$ cat src/cart_pkg.sv
package cart_pkg;

	//////////////////////////////////////////////////
	// Region and loader option encodings
	//////////////////////////////////////////////////

	typedef enum logic [1:0] {
		JP = 2'd0,
		US = 2'd1,
		EU = 2'd2
	} region_e;

	typedef enum logic [1:0] {
		US_EU_JP = 2'd0,  // Default order
		EU_US_JP = 2'd1,
		US_JP_EU = 2'd2,
		JP_US_EU = 2'd3
	} prio_e;

	typedef enum logic [1:0] {
		FILE_EXT = 2'd0,  // Region from download index bits 7:6
		HEADER   = 2'd1,  // Region from cartridge header letters
		DISABLED = 2'd2
	} auto_mode_e;

	typedef enum logic [1:0] {
		Q_SRAM   = 2'd0,
		Q_EEPROM = 2'd1,
		Q_SVP    = 2'd2,
		Q_FMBUSY = 2'd3
	} quirk_e;

	localparam int NUM_QUIRKS = 4;  // Width of the quirk vector

	//////////////////////////////////////////////////
	// Header byte addresses
	//////////////////////////////////////////////////

	localparam int CART_ADDR_W = 25;
	localparam logic [CART_ADDR_W-1:0] HDR_REGION_A = 25'h1F0;  // Region letters
	localparam logic [CART_ADDR_W-1:0] HDR_REGION_B = 25'h1F2;
	localparam logic [CART_ADDR_W-1:0] HDR_END      = 25'h200;  // Header fully written
	localparam logic [CART_ADDR_W-1:0] ID_ADDR_0    = 25'h182;  // Serial, high byte only
	localparam logic [CART_ADDR_W-1:0] ID_ADDR_1    = 25'h184;
	localparam logic [CART_ADDR_W-1:0] ID_ADDR_2    = 25'h186;
	localparam logic [CART_ADDR_W-1:0] ID_ADDR_3    = 25'h188;
	localparam logic [CART_ADDR_W-1:0] ID_ADDR_4    = 25'h18A;  // Serial, low byte only
	localparam logic [CART_ADDR_W-1:0] ID_CHECK     = 25'h18C;  // Compare point

	// Known serials and the quirk each one needs
	localparam int NUM_IDS = 6;
	localparam logic [63:0] ID_TABLE [NUM_IDS] = '{
		"T-081276", "T-81406 ", "MK-1215 ", "G-4060  ", "MK-1229 ", "T-35036 "
	};
	localparam quirk_e ID_QUIRK [NUM_IDS] = '{
		Q_SRAM, Q_SRAM, Q_EEPROM, Q_EEPROM, Q_SVP, Q_FMBUSY
	};

endpackage

$ cat src/download_capture.sv
`timescale 1ns/10ps

module download_capture #(
	parameter int ADDR_W = 25
) (
	input  logic              clk_sys,
	input  logic              rst_n_i,
	input  logic              dl_active_i,  // Download in progress
	input  logic              dl_wr_i,      // One-cycle write strobe
	input  logic [ADDR_W-1:0] dl_addr_i,
	input  logic              wr_done_i,    // Handshake finished
	output logic              wr_start_o,
	output logic              dl_start_o,
	output logic              dl_end_o,
	output logic              dl_wait_o,
	output logic [ADDR_W-1:0] rom_sz_o
);

	logic active_q;  // dl_active_i one cycle late

	//////////////////////////////////////////////////
	// Download edges and write launch
	//////////////////////////////////////////////////

	assign dl_start_o = dl_active_i & ~active_q;  // First active cycle
	assign dl_end_o   = ~dl_active_i & active_q;  // First idle cycle

	// Launch straight from the strobe so req and wait rise together
	assign wr_start_o = dl_wr_i & dl_active_i;

	always_ff @(posedge clk_sys or negedge rst_n_i) begin
		if (!rst_n_i) begin
			active_q <= 1'b0;
		end else begin
			active_q <= dl_active_i;
		end
	end

	//////////////////////////////////////////////////
	// Host wait and final size
	//////////////////////////////////////////////////

	always_ff @(posedge clk_sys or negedge rst_n_i) begin
		if (!rst_n_i) begin
			dl_wait_o <= 1'b0;
			rom_sz_o  <= '0;
		end else if (dl_end_o) begin
			rom_sz_o  <= dl_addr_i;  // Last address left on the bus
			dl_wait_o <= 1'b0;       // Never leave the host stalled
		end else if (wr_start_o) begin
			dl_wait_o <= 1'b1;       // Hold host until memory done
		end else if (wr_done_i) begin
			dl_wait_o <= 1'b0;
		end
	end

endmodule

$ cat src/header_scan.sv
`timescale 1ns/10ps

module header_scan #(
	parameter int ADDR_W = 25,
	parameter int DATA_W = 16
) (
	input  logic                            clk_sys,
	input  logic                            rst_n_i,
	input  logic                            dl_start_i,
	input  logic                            dl_end_i,
	input  logic                            dl_active_i,
	input  logic                            dl_wr_i,
	input  logic [ADDR_W-1:0]               dl_addr_i,
	input  logic [DATA_W-1:0]               dl_data_i,
	output logic                            hdr_j_o,      // Japan letter seen
	output logic                            hdr_u_o,      // USA letter seen
	output logic                            hdr_e_o,      // Any other region letter
	output logic                            hdr_ready_o,
	output logic [cart_pkg::NUM_QUIRKS-1:0] quirks_o
);
	import cart_pkg::*;

	logic                  wr_en;      // Valid host write
	logic                  at_reg_a;
	logic                  at_reg_b;
	logic [2:0]            lo_flags;   // {j,u,e} from low byte
	logic [2:0]            hi_flags;   // {j,u,e} from high byte
	logic [63:0]           cart_id;    // ASCII serial, first char on top
	logic [NUM_QUIRKS-1:0] quirk_hit;

	// Maps one header character onto {j,u,e}
	function automatic logic [2:0] letter_flags(input logic [7:0] c);
		logic [2:0] f;
		f = 3'b000;
		if (c == "J")
			f[2] = 1'b1;
		else if (c == "U")
			f[1] = 1'b1;
		else if (c >= "0" && c <= "Z")
			f[0] = 1'b1;  // Digits and other letters count as EU
		return f;
	endfunction

	//////////////////////////////////////////////////
	// Region letters
	//////////////////////////////////////////////////

	assign wr_en    = dl_wr_i & dl_active_i;
	assign at_reg_a = wr_en && (dl_addr_i == ADDR_W'(HDR_REGION_A));
	assign at_reg_b = wr_en && (dl_addr_i == ADDR_W'(HDR_REGION_B));
	assign lo_flags = (at_reg_a || at_reg_b) ? letter_flags(dl_data_i[7:0]) : 3'b000;
	assign hi_flags = at_reg_a ? letter_flags(dl_data_i[15:8]) : 3'b000;  // Only word A

	always_ff @(posedge clk_sys or negedge rst_n_i) begin
		if (!rst_n_i) begin
			hdr_j_o <= 1'b0;
			hdr_u_o <= 1'b0;
			hdr_e_o <= 1'b0;
		end else if (dl_start_i) begin  // Fresh image
			hdr_j_o <= 1'b0;
			hdr_u_o <= 1'b0;
			hdr_e_o <= 1'b0;
		end else begin
			hdr_j_o <= hdr_j_o | lo_flags[2] | hi_flags[2];  // Sticky
			hdr_u_o <= hdr_u_o | lo_flags[1] | hi_flags[1];
			hdr_e_o <= hdr_e_o | lo_flags[0] | hi_flags[0];
		end
	end

	// Header complete marker, held until download end
	always_ff @(posedge clk_sys or negedge rst_n_i) begin
		if (!rst_n_i)
			hdr_ready_o <= 1'b0;
		else if (dl_end_i)
			hdr_ready_o <= 1'b0;
		else if (wr_en && dl_addr_i == ADDR_W'(HDR_END))
			hdr_ready_o <= 1'b1;
	end

	//////////////////////////////////////////////////
	// Serial ID and quirks
	//////////////////////////////////////////////////

	always_ff @(posedge clk_sys) begin
		if (wr_en) begin
			case (dl_addr_i)
				ADDR_W'(ID_ADDR_0): cart_id[63:56] <= dl_data_i[15:8];
				ADDR_W'(ID_ADDR_1): cart_id[55:40] <= {dl_data_i[7:0], dl_data_i[15:8]};
				ADDR_W'(ID_ADDR_2): cart_id[39:24] <= {dl_data_i[7:0], dl_data_i[15:8]};
				ADDR_W'(ID_ADDR_3): cart_id[23:8]  <= {dl_data_i[7:0], dl_data_i[15:8]};
				ADDR_W'(ID_ADDR_4): cart_id[7:0]   <= dl_data_i[7:0];
				default: ;  // Other words leave the serial alone
			endcase
		end
	end

	// Table lookup, each entry lights its own quirk bit
	always_comb begin
		quirk_hit = '0;
		for (int i = 0; i < NUM_IDS; i++) begin
			if (cart_id == ID_TABLE[i])
				quirk_hit[ID_QUIRK[i]] = 1'b1;
		end
	end

	always_ff @(posedge clk_sys or negedge rst_n_i) begin
		if (!rst_n_i)
			quirks_o <= '0;
		else if (dl_start_i)
			quirks_o <= '0;
		else if (wr_en && dl_addr_i == ADDR_W'(ID_CHECK))
			quirks_o <= quirks_o | quirk_hit;  // Serial is complete here
	end

endmodule

$ cat src/region_select.sv
`timescale 1ns/10ps

module region_select (
	input  logic                 clk_sys,
	input  logic                 rst_n_i,
	input  logic                 hdr_ready_i,
	input  logic                 hdr_j_i,
	input  logic                 hdr_u_i,
	input  logic                 hdr_e_i,
	input  logic [7:0]           dl_index_i,   // File-extension index
	input  cart_pkg::auto_mode_e cfg_auto_i,
	input  cart_pkg::prio_e      cfg_prio_i,
	output cart_pkg::region_e    region_o,
	output logic                 region_set_o  // Region request valid
);
	import cart_pkg::*;

	logic ready_q;
	logic ready_rise;
	logic ready_fall;

	// First flagged region in the given order, else the order's head
	function automatic region_e pick_region(input prio_e p, input logic j, u, e);
		region_e r;
		case (p)
			US_EU_JP: r = u ? US : (e ? EU : (j ? JP : US));
			EU_US_JP: r = e ? EU : (u ? US : (j ? JP : EU));
			US_JP_EU: r = u ? US : (j ? JP : (e ? EU : US));
			JP_US_EU: r = j ? JP : (u ? US : (e ? EU : JP));
		endcase
		return r;
	endfunction

	assign ready_rise = hdr_ready_i & ~ready_q;
	assign ready_fall = ~hdr_ready_i & ready_q;  // Download has ended

	//////////////////////////////////////////////////
	// Region decision
	always_ff @(posedge clk_sys or negedge rst_n_i) begin
		if (!rst_n_i) begin
			ready_q      <= 1'b0;
			region_o     <= JP;
			region_set_o <= 1'b0;
		end else begin
			ready_q <= hdr_ready_i;
			if (ready_rise && cfg_auto_i == HEADER) begin
				region_o     <= pick_region(cfg_prio_i, hdr_j_i, hdr_u_i, hdr_e_i);
				region_set_o <= 1'b1;
			end else if (ready_rise && cfg_auto_i == FILE_EXT) begin
				region_o     <= region_e'(dl_index_i[7:6]);
				region_set_o <= |dl_index_i;  // Index 0 means no hint
			end else if (ready_fall) begin
				region_set_o <= 1'b0;
			end
		end
	end

endmodule

$ cat src/rom_write_port.sv
`timescale 1ns/10ps

module rom_write_port #(
	parameter int ADDR_W = 25,
	parameter int DATA_W = 16
) (
	input  logic              clk_sys,
	input  logic              rst_n_i,
	input  logic              wr_start_i,  // Capture this cycle's word
	input  logic [ADDR_W-1:0] dl_addr_i,   // Byte address
	input  logic [DATA_W-1:0] dl_data_i,
	input  logic              mem_ack_i,
	output logic              mem_req_o,
	output logic [ADDR_W-2:0] mem_addr_o,  // Word address
	output logic [DATA_W-1:0] mem_data_o,
	output logic              wr_done_o
);

	localparam int HALF_W = DATA_W / 2;  // Byte width

	logic ack_seen;  // Ack taken, waiting for it to drop
	logic busy;
	logic take;

	assign busy = mem_req_o | ack_seen;
	assign take = wr_start_i & ~busy;

	// Fourth phase, ack back low after req dropped
	assign wr_done_o = ack_seen & ~mem_ack_i;

	//////////////////////////////////////////////////
	// Word capture
	always_ff @(posedge clk_sys) begin
		if (take) begin
			mem_addr_o <= dl_addr_i[ADDR_W-1:1];  // Byte to word address
			mem_data_o <= {dl_data_i[HALF_W-1:0], dl_data_i[DATA_W-1:HALF_W]};  // Byte swap
		end
	end

	//////////////////////////////////////////////////
	// Four-phase handshake
	always_ff @(posedge clk_sys or negedge rst_n_i) begin
		if (!rst_n_i) begin
			mem_req_o <= 1'b0;
			ack_seen  <= 1'b0;
		end else if (take) begin
			mem_req_o <= 1'b1;                // Phase 1, req up
		end else if (mem_req_o && mem_ack_i) begin
			mem_req_o <= 1'b0;                // Phase 2 seen, drop req
			ack_seen  <= 1'b1;
		end else if (wr_done_o) begin
			ack_seen  <= 1'b0;                // Back to idle
		end
	end

endmodule

$ cat src/cart_loader_top.sv
`timescale 1ns/10ps

module cart_loader_top #(
	parameter int ADDR_W = 25,  // Host byte address width
	parameter int DATA_W = 16   // Host word width
) (
	input  logic                            clk_sys,
	input  logic                            rst_n_i,
	// Host download bus
	input  logic                            dl_active_i,
	input  logic                            dl_wr_i,
	input  logic [ADDR_W-1:0]               dl_addr_i,
	input  logic [DATA_W-1:0]               dl_data_i,
	input  logic [7:0]                      dl_index_i,
	output logic                            dl_wait_o,
	// Configuration
	input  cart_pkg::auto_mode_e            cfg_auto_i,
	input  cart_pkg::prio_e                 cfg_prio_i,
	// ROM memory, four-phase req/ack
	output logic                            mem_req_o,
	output logic [ADDR_W-2:0]               mem_addr_o,  // Word address
	output logic [DATA_W-1:0]               mem_data_o,
	input  logic                            mem_ack_i,
	// Results
	output logic [ADDR_W-1:0]               rom_sz_o,
	output cart_pkg::region_e               region_o,
	output logic                            region_set_o,
	output logic [cart_pkg::NUM_QUIRKS-1:0] quirks_o
);

	logic wr_start;   // Capture -> write port
	logic wr_done;    // Write port -> capture
	logic dl_start;
	logic dl_end;
	logic hdr_j;
	logic hdr_u;
	logic hdr_e;
	logic hdr_ready;

	//////////////////////////////////////////////////
	// Input side
	download_capture #(.ADDR_W(ADDR_W)) u_capture (
		.clk_sys    (clk_sys),
		.rst_n_i    (rst_n_i),
		.dl_active_i(dl_active_i),
		.dl_wr_i    (dl_wr_i),
		.dl_addr_i  (dl_addr_i),
		.wr_done_i  (wr_done),
		.wr_start_o (wr_start),
		.dl_start_o (dl_start),
		.dl_end_o   (dl_end),
		.dl_wait_o  (dl_wait_o),
		.rom_sz_o   (rom_sz_o)
	);

	//////////////////////////////////////////////////
	// Processing
	header_scan #(.ADDR_W(ADDR_W), .DATA_W(DATA_W)) u_scan (
		.clk_sys    (clk_sys),
		.rst_n_i    (rst_n_i),
		.dl_start_i (dl_start),
		.dl_end_i   (dl_end),
		.dl_active_i(dl_active_i),
		.dl_wr_i    (dl_wr_i),
		.dl_addr_i  (dl_addr_i),
		.dl_data_i  (dl_data_i),
		.hdr_j_o    (hdr_j),
		.hdr_u_o    (hdr_u),
		.hdr_e_o    (hdr_e),
		.hdr_ready_o(hdr_ready),
		.quirks_o   (quirks_o)
	);

	region_select u_region (
		.clk_sys     (clk_sys),
		.rst_n_i     (rst_n_i),
		.hdr_ready_i (hdr_ready),
		.hdr_j_i     (hdr_j),
		.hdr_u_i     (hdr_u),
		.hdr_e_i     (hdr_e),
		.dl_index_i  (dl_index_i),
		.cfg_auto_i  (cfg_auto_i),
		.cfg_prio_i  (cfg_prio_i),
		.region_o    (region_o),
		.region_set_o(region_set_o)
	);

	//////////////////////////////////////////////////
	// Output side
	rom_write_port #(.ADDR_W(ADDR_W), .DATA_W(DATA_W)) u_wport (
		.clk_sys   (clk_sys),
		.rst_n_i   (rst_n_i),
		.wr_start_i(wr_start),
		.dl_addr_i (dl_addr_i),
		.dl_data_i (dl_data_i),
		.mem_ack_i (mem_ack_i),
		.mem_req_o (mem_req_o),
		.mem_addr_o(mem_addr_o),
		.mem_data_o(mem_data_o),
		.wr_done_o (wr_done)
	);

endmodule

$ cat config.mk
export PLATFORM = sky130hd
export DESIGN_NAME = cart_loader_top
export DESIGN_NICKNAME = d
export VERILOG_FILES = /design/src/cart_pkg.sv /design/src/download_capture.sv /design/src/header_scan.sv /design/src/region_select.sv /design/src/rom_write_port.sv /design/src/cart_loader_top.sv
export SDC_FILE = /design/constraint.sdc
export NUM_CORES = 1
export LEC_CHECK = 0
export BUFFER_PORTS_ARGS = -buffer_cell sky130_fd_sc_hd__buf_4
export CAP_MARGIN = 20
export CELL_PAD_IN_SITES_DETAIL_PLACEMENT = 0
export CELL_PAD_IN_SITES_GLOBAL_PLACEMENT = 1
export CORE_MARGIN = 2
export CORE_UTILIZATION = 43
export DETAILED_ROUTE_END_ITERATION = 10
export PLACE_DENSITY_LB_ADDON = 0.25
export SYNTH_ARGS = -nofsm -noshare
export SYNTH_HDL_FRONTEND = slang
export SYNTH_SLANG_ARGS = --single-unit
$ cat constraint.sdc
create_clock -name clk_sys -period 4.2 [get_ports clk_sys]
set_clock_uncertainty 0.15 [all_clocks]
set_input_delay 0.63 -clock clk_sys [delete_from_list [all_inputs] [get_ports clk_sys]]
set_output_delay 0.63 -clock clk_sys [all_outputs]
set_load 0.02 [all_outputs]
==> results of run 1 <==
==> flip-flops by register name (all words and copies together) (netlist names), 2 cells and up <==
signal              count
u_wport.mem_addr_o     24
u_capture.rom_sz_o     25
u_region.region_o       2
u_scan.cart_id         64
u_scan.quirks_o         4
u_wport.mem_data_o     16
==> cells in the final DEF (no fill, tap or decap), types with 2 or more instances in the layout <==
cell type / synthesis / layout
a31oi_1: 3 / 3
nand3b_1: 2 / 2
o21ai_0: 3 / 3
nand2_1: 22 / 22
nor2_1: 23 / 23
a21oi_1: 8 / 8
o21ai_1: 5 / 5
nor3_2: 1 / 4
nor4b_1: 4 / 4
nor3b_1: 5 / 5
nand4_1: 7 / 7
dfrtp_1: 41 / 41
nand4bb_1: 2 / 2
inv_1: 5 / 5
edfxtp_1: 104 / 104
buf_4: 0 / 137
clkinv_2: 0 / 5
nor3_1: 13 / 10
mux2_1: 25 / 25
bufinv_16: 0 / 2
nor4bb_1: 3 / 3
and3_1: 4 / 4
clkinvlp_4: 0 / 3
nor2b_1: 3 / 3
clkinv_1: 0 / 4
or3_1: 3 / 3
clkbuf_16: 0 / 17
nor4_1: 11 / 11
nand2b_1: 6 / 6
nand3_1: 10 / 10
or4_4: 2 / 2
nand4b_1: 6 / 6
==> per-layer routing <==
metal	vias up	part of all wire, %	GRT usage [%]
li1	1663	-	-
met1	1759	42	23.8
met2	116	48	30.3
met3	18	7.5	8.39
met4	0	1.7	7.53
met5	-	0	0
==> power by group through the flow <==
stage | Clock [uW] | Combinational [uW] | Sequential (uW)
floorplan | 0 | 59.8 | 1730
global placement | 0 | 324 | 1660
detailed placement | 0 | 327 | 1660
CTS | 1430 | 328 | 1630
global route | 1490 | 347 | 1640
finish | 1400 | 323 | 1630
==> cell type report <==
class,instances,area share (%)
well taps,172,2.95
clock inverters,14,1.68
clock buffers,18,5.88
multi-input cells,194,18.3
inverters,5,0.257
flip-flops and latches,145,56.8
repair buffers,137,14.1
==> synthesized netlist by cell type (2+ instances only) <==
cell type	instances
o21ai_1	5
or3_1	3
nor3_1	13
nor2b_1	3
nand4bb_1	2
nor4b_1	4
nor3b_1	5
nand2_1	22
nand4b_1	6
nand3b_1	2
nand3_1	10
nand4_1	7
or4_4	2
nor4_1	11
edfxtp_1	104
mux2_1	25
a21oi_1	8
inv_1	5
nor4bb_1	3
dfrtp_1	41
clkbuf_1	3
nand2b_1	6
and3_1	4
a31oi_1	3
o21ai_0	3
nor2_1	23
==> metrics by stage <==
stage	setup WS (ps)	cell area, sq um	hold slack (ps)	util [%]
floorplan	67.7	5500	184	-
global placement	1390	6750	312	53.7
detailed placement	1330	6750	318	53.7
CTS	1670	7300	66.1	58.1
global route	1570	7300	91.8	58.1
finish	1670	7300	50.8	58.1
==> critical path: stages (launching register included) <==
cell and delay (ps):
edfxtp_1 360, or4b_4 550, or4_4 540, or4_4 500, o32ai_2 100, nand3_1 100
a21oi_1 150
==> worst paths after layout <==
check                                   startpoint                endpoint  slack [ps]  cells past startpoint
worst max-delay path            u_scan.cart_id[30]      u_scan.quirks_o[1]        1670                      6
worst min-delay path                       rst_n_i  u_capture.rom_sz_o[11]          50                      1
worst max register to register  u_scan.cart_id[30]      u_scan.quirks_o[1]        1670                      6
worst min register to register  u_scan.quirks_o[3]      u_scan.quirks_o[3]         330                      2
max in group asynchronous                  rst_n_i      u_scan.quirks_o[0]        3430                      1
min in group clk_sys                   dl_active_i      u_capture.active_q         220                      1
==> cells by family (layout without fill, tap and decap cells) <==
kind of cell           count (synthesis)  after routing  synth area share [%]
AND/OR/NAND/NOR                      138            138                  15.2
buffers and inverters                  8            174                 0.546
AO/OA/AOI/OAI                         30             30                  3.55
flip-flops                           145            145                  75.4
multiplexers                          26             26                  5.30
==> flow_metrics.py, run 1 <==
metrics = {
    "sta": {
        "fin_crit_sh_pct": 60.1,
        "min_period_ps": 2530,
        "max-slew-margin-rel_pct": 51.7,
        "drv_slew": 0,
        "setup_viol": 0,
        "timing.fmax_mhz": 396,
        "rsz0062_at_grt": "no",
        "tns_ps": 0,
        "hold_viol": 0,
        "worst_pin_slew_ps": 715,
    },
    "hold_path": {
        "min-delay-path-class": "in -> async",
    },
    "power": {
        "p_sw_uw": 752,
        "seq_power_share_pct": 48.7,
        "p_int_uw": 2600,
        "power.clock.fraction_pct": 41.7,
        "p_leak_uw": 0.00278,
        "power_density_mw_per_mm2": 459,
        "total_power_uw": 3350,
        "switching_share_pct": 22.4,
        "combPwrFrac_pct": 9.6,
        "peakVddDrop_mv": 0.327,
    },
    "yosys": {
        "syn_area_sq_mm": 0.00550,
        "synth_warnings": 0,
        "synth_cell_types": 50,
        "synth_enable_flop_cells": 104,
        "ys.flop_type": "edfxtp_1",
        "yosysTopAreaCellShare_pct": 56.7,
        "netlist_instances": 347,
        "ys_seq_area_share_pct": 75.4,
        "syn-num-nets": 405,
        "synth_top_area_cell": "edfxtp_1",
        "async_reset_ff_share_pct": 28.3,
        "post_synth.cell_area_avg_sq_um": 15.9,
        "ys_top_cells_by_area": "edfxtp_1, dfrtp_1, mux2_1",
        "synth-seq-cells": 145,
    },
    "place": {
        "post-dp-hpwl_um": 8800,
        "gp_congestion": 0.848,
        "io_buffer_count": 131,
        "placed_cells": 653,
    },
    "layout": {
        "nFillCells": 1037,
        "nets": 558,
        "multi_input_area_sq_mm": 0.00134,
        "diodes": 0,
        "register_area_sq_mm": 0.00415,
        "area.growth.synth_to_final_pct": 32.7,
        "finalNonFillerCells": 685,
        "drive_above_1_share_pct": 34.9,
    },
    "route": {
        "first_pass_iters": 4,
        "drt-wirelength-per-cell_um": 18.0,
        "ant_nets": 0,
        "drt_wl_total_um": 12300,
        "drtIter0Drc": 161,
        "vias_per_cell": 5.19,
        "drc": 0,
        "num_vias": 3556,
    },
    "clocking": {
        "hold_buffers": 0,
        "cts_buffers": 17,
        "path_clk_slew_ps": 60,
        "cts-root-buf": "clkbuf_16",
        "clk_latency_ps": 420,
        "cts_tree": "built",
        "htree_levels": 4,
        "clock_sinks": 145,
        "post_cts_buffers": 0,
        "cts.path.max_buffers": 2,
        "cts_resized": 0,
    },
    "setup_path": {
        "required_ps": 4390,
        "cp-end-kind": "flip-flop",
        "crit_type": "reg -> reg",
        "cp.arrival_ps": 2710,
        "path_max_fanout": 2,
        "startpoint_type": "flip-flop",
    },
    "global_routing": {
        "antenna_found_initial": 0,
        "gr-total-overflow": 0,
        "track_usage_pct": 19.3,
        "grt_max_degree": 42,
        "grt_pass1_vias": 3560,
        "grt_pass1_wl_um": 19000,
    },
    "floorplan": {
        "core_sq_mm": 0.0126,
        "dieArea_sq_mm": 0.0137,
        "initial_utilization_pct": 43.8,
        "chipWidth_um": 117,
        "die_height_um": 117,
        "io_pins": 132,
        "rows": 41,
    },
    "outcome": {
        "status": "finished, final reports clean",
    },
    "run": {
        "drv_cap": 0,
    },
}
Note: power is estimated with default switching activity, not from simulation.
==> run 2, diff against run 1 <==
==> constraint.sdc (replaced) <==
create_clock -name clk_sys -period 2.4 [get_ports clk_sys]
set_clock_uncertainty 0.15 [all_clocks]
set_input_delay 0.36 -clock clk_sys [delete_from_list [all_inputs] [get_ports clk_sys]]
set_output_delay 0.36 -clock clk_sys [all_outputs]
set_load 0.02 [all_outputs]
==> run 2 against run 1 <==
- non-clock buffer count up 31
- final cell count up 4.5%
- final area grew 5.0%
- hold slack worse by 28 ps
- clock power is 76% higher
- die area unchanged
- critical path type unchanged
- largest cell class unchanged
- largest power group unchanged
- highest routed layer unchanged
==> flow_metrics.py, run 2 (synthesis gave the netlist of run 1 again) <==
metrics = {
    "outcome": {
        "status": "finished, final reports clean",
    },
    "route": {
        "vias_per_cell": 5.16,
        "drc": 0,
        "drt-wirelength-per-cell_um": 17.9,
        "num_vias": 3694,
        "ant_nets": 0,
        "first_pass_iters": 5,
        "drt_wl_total_um": 12800,
        "drtIter0Drc": 173,
    },
    "global_routing": {
        "grt_max_degree": 42,
        "track_usage_pct": 19.9,
        "grt_pass1_vias": 3740,
        "antenna_found_initial": 0,
        "gr-total-overflow": 0,
        "grt_pass1_wl_um": 19800,
    },
    "setup_path": {
        "cp.arrival_ps": 2530,
        "startpoint_type": "flip-flop",
        "crit_type": "reg -> reg",
        "cp-end-kind": "flip-flop",
        "path_max_fanout": 2,
        "required_ps": 2590,
    },
    "clocking": {
        "path_clk_slew_ps": 60,
        "clock_sinks": 145,
        "cts_buffers": 17,
        "cts-root-buf": "clkbuf_16",
        "clk_latency_ps": 410,
        "cts.path.max_buffers": 2,
        "htree_levels": 4,
        "cts_tree": "built",
    },
    "power": {
        "power.clock.fraction_pct": 41.5,
        "p_leak_uw": 0.00297,
        "power_density_mw_per_mm2": 772,
        "p_int_uw": 4570,
        "peakVddDrop_mv": 0.602,
        "seq_power_share_pct": 48.3,
        "p_sw_uw": 1350,
        "switching_share_pct": 22.8,
        "combPwrFrac_pct": 10.2,
        "total_power_uw": 5920,
    },
    "run": {
        "drv_cap": 0,
    },
    "sta": {
        "hold_viol": 0,
        "fin_crit_sh_pct": 97.5,
        "setup_viol": 0,
        "min_period_ps": 2340,
        "whs_ps": 22.4,
        "tns_ps": 0,
        "timing.fmax_mhz": 427,
        "max-slew-margin-rel_pct": 62.7,
        "drv_slew": 0,
        "worst_pin_slew_ps": 552,
    },
    "layout": {
        "area.growth.synth_to_final_pct": 39.3,
        "fin_util_pct": 61.0,
        "reg_top3": "u_scan.cart_id x64, u_capture.rom_sz_o x25, u_wport.mem_addr_o x24",
        "largest_register": "u_scan.cart_id",
        "largest_reg_flops": 64,
        "nets": 589,
        "final_cell_mix": "buf_4, edfxtp_1, dfrtp_1",
        "final_common_cell": "buf_4",
        "diodes": 0,
        "drive_above_1_share_pct": 34.6,
    },
    "floorplan": {
        "rows": 41,
        "io_pins": 132,
        "dieArea_sq_mm": 0.0137,
        "chipWidth_um": 117,
        "initial_utilization_pct": 43.8,
        "die_height_um": 117,
        "core_sq_mm": 0.0126,
    },
    "hold_path": {
        "min-delay-path-class": "in -> reg",
    },
    "place": {
        "gp_congestion": 0.902,
        "post-dp-hpwl_um": 9020,
        "io_buffer_count": 131,
    },
}
[run 2: layout make-up]
| type | count | area (sq um) |
|---|---|---|
| Tap cell | 172 | 215 |
| Multi-Input combinational cell | 194 | 1390 |
| Clock buffer | 17 | 425 |
| Clock inverter | 15 | 125 |
| Sequential cell | 145 | 4150 |
| Fill cell | 986 | 4900 |
| Timing Repair Buffer | 168 | 1350 |
| Inverter | 5 | 18.8 |
[run 2: worst paths after layout]
| check | start | endpoint | slack (ps) | depth (start not counted) |
|---|---|---|---|---|
| worst max-delay path | u_scan.cart_id[47] | u_scan.quirks_o[1] | 60 | 6 |
| worst min-delay path | dl_addr_i[20] | u_capture.rom_sz_o[20] | 20 | 2 |
| worst max register to register | u_scan.cart_id[47] | u_scan.quirks_o[1] | 60 | 6 |
| worst min register to register | u_scan.quirks_o[0] | u_scan.quirks_o[0] | 340 | 2 |
| max in group asynchronous | rst_n_i | u_scan.quirks_o[0] | 1360 | 2 |
| min in group asynchronous | rst_n_i | u_capture.rom_sz_o[5] | 350 | 2 |
[run 2: metrics by stage]
| step | instance area (sq um) | cells | setup slack, ps |
|---|---|---|---|
| global route | 7670 | 716 | -1.77 |
| CTS | 7620 | 715 | 24.3 |
| finish | 7670 | 716 | 59.2 |
| floorplan | 5530 | 347 | 4.29 |
| detailed placement | 6830 | 659 | -21.8 |
| global placement | 6830 | 659 | 7.79 |
[run 2: worst max-delay path: stages, from the launching register on]
cell	delay, ps
edfxtp_1	370
or4b_4	520
or4_4	430
or4_4	440
o32ai_2	100
nand3_1	130
a21oi_2	140
[run 2: what timing repair did]
item / CTS / global route
hold buffers: 24 / 0
pin swaps: 3 / 2
gates resized for setup: 0 / 6
gates cloned: 0 / 0
hold endpoints to repair: 64 / 0
setup buffers: 0 / 1
setup endpoints to repair: 1 / 52
[run 2: layer usage]
| layer | wire (um) | vias up | global-route usage [%] |
|---|---|---|---|
| met5 | 0 | - | 0 |
| met4 | 296 | 0 | 9.73 |
| met3 | 909 | 19 | 7.00 |
| met2 | 6330 | 125 | 32.4 |
| met1 | 5260 | 1823 | 23.7 |
| li1 | - | 1727 | - |
[run 2: power by group through the flow]
stage               Sequential [uW]  Combinational (uW)  Clock, uW
finish                         2860                 604       2460
floorplan                      3030                 107          0
detailed placement             2910                 576          0
global placement               2900                 569          0
CTS                            2860                 607       2490
global route                   2870                 646       2600
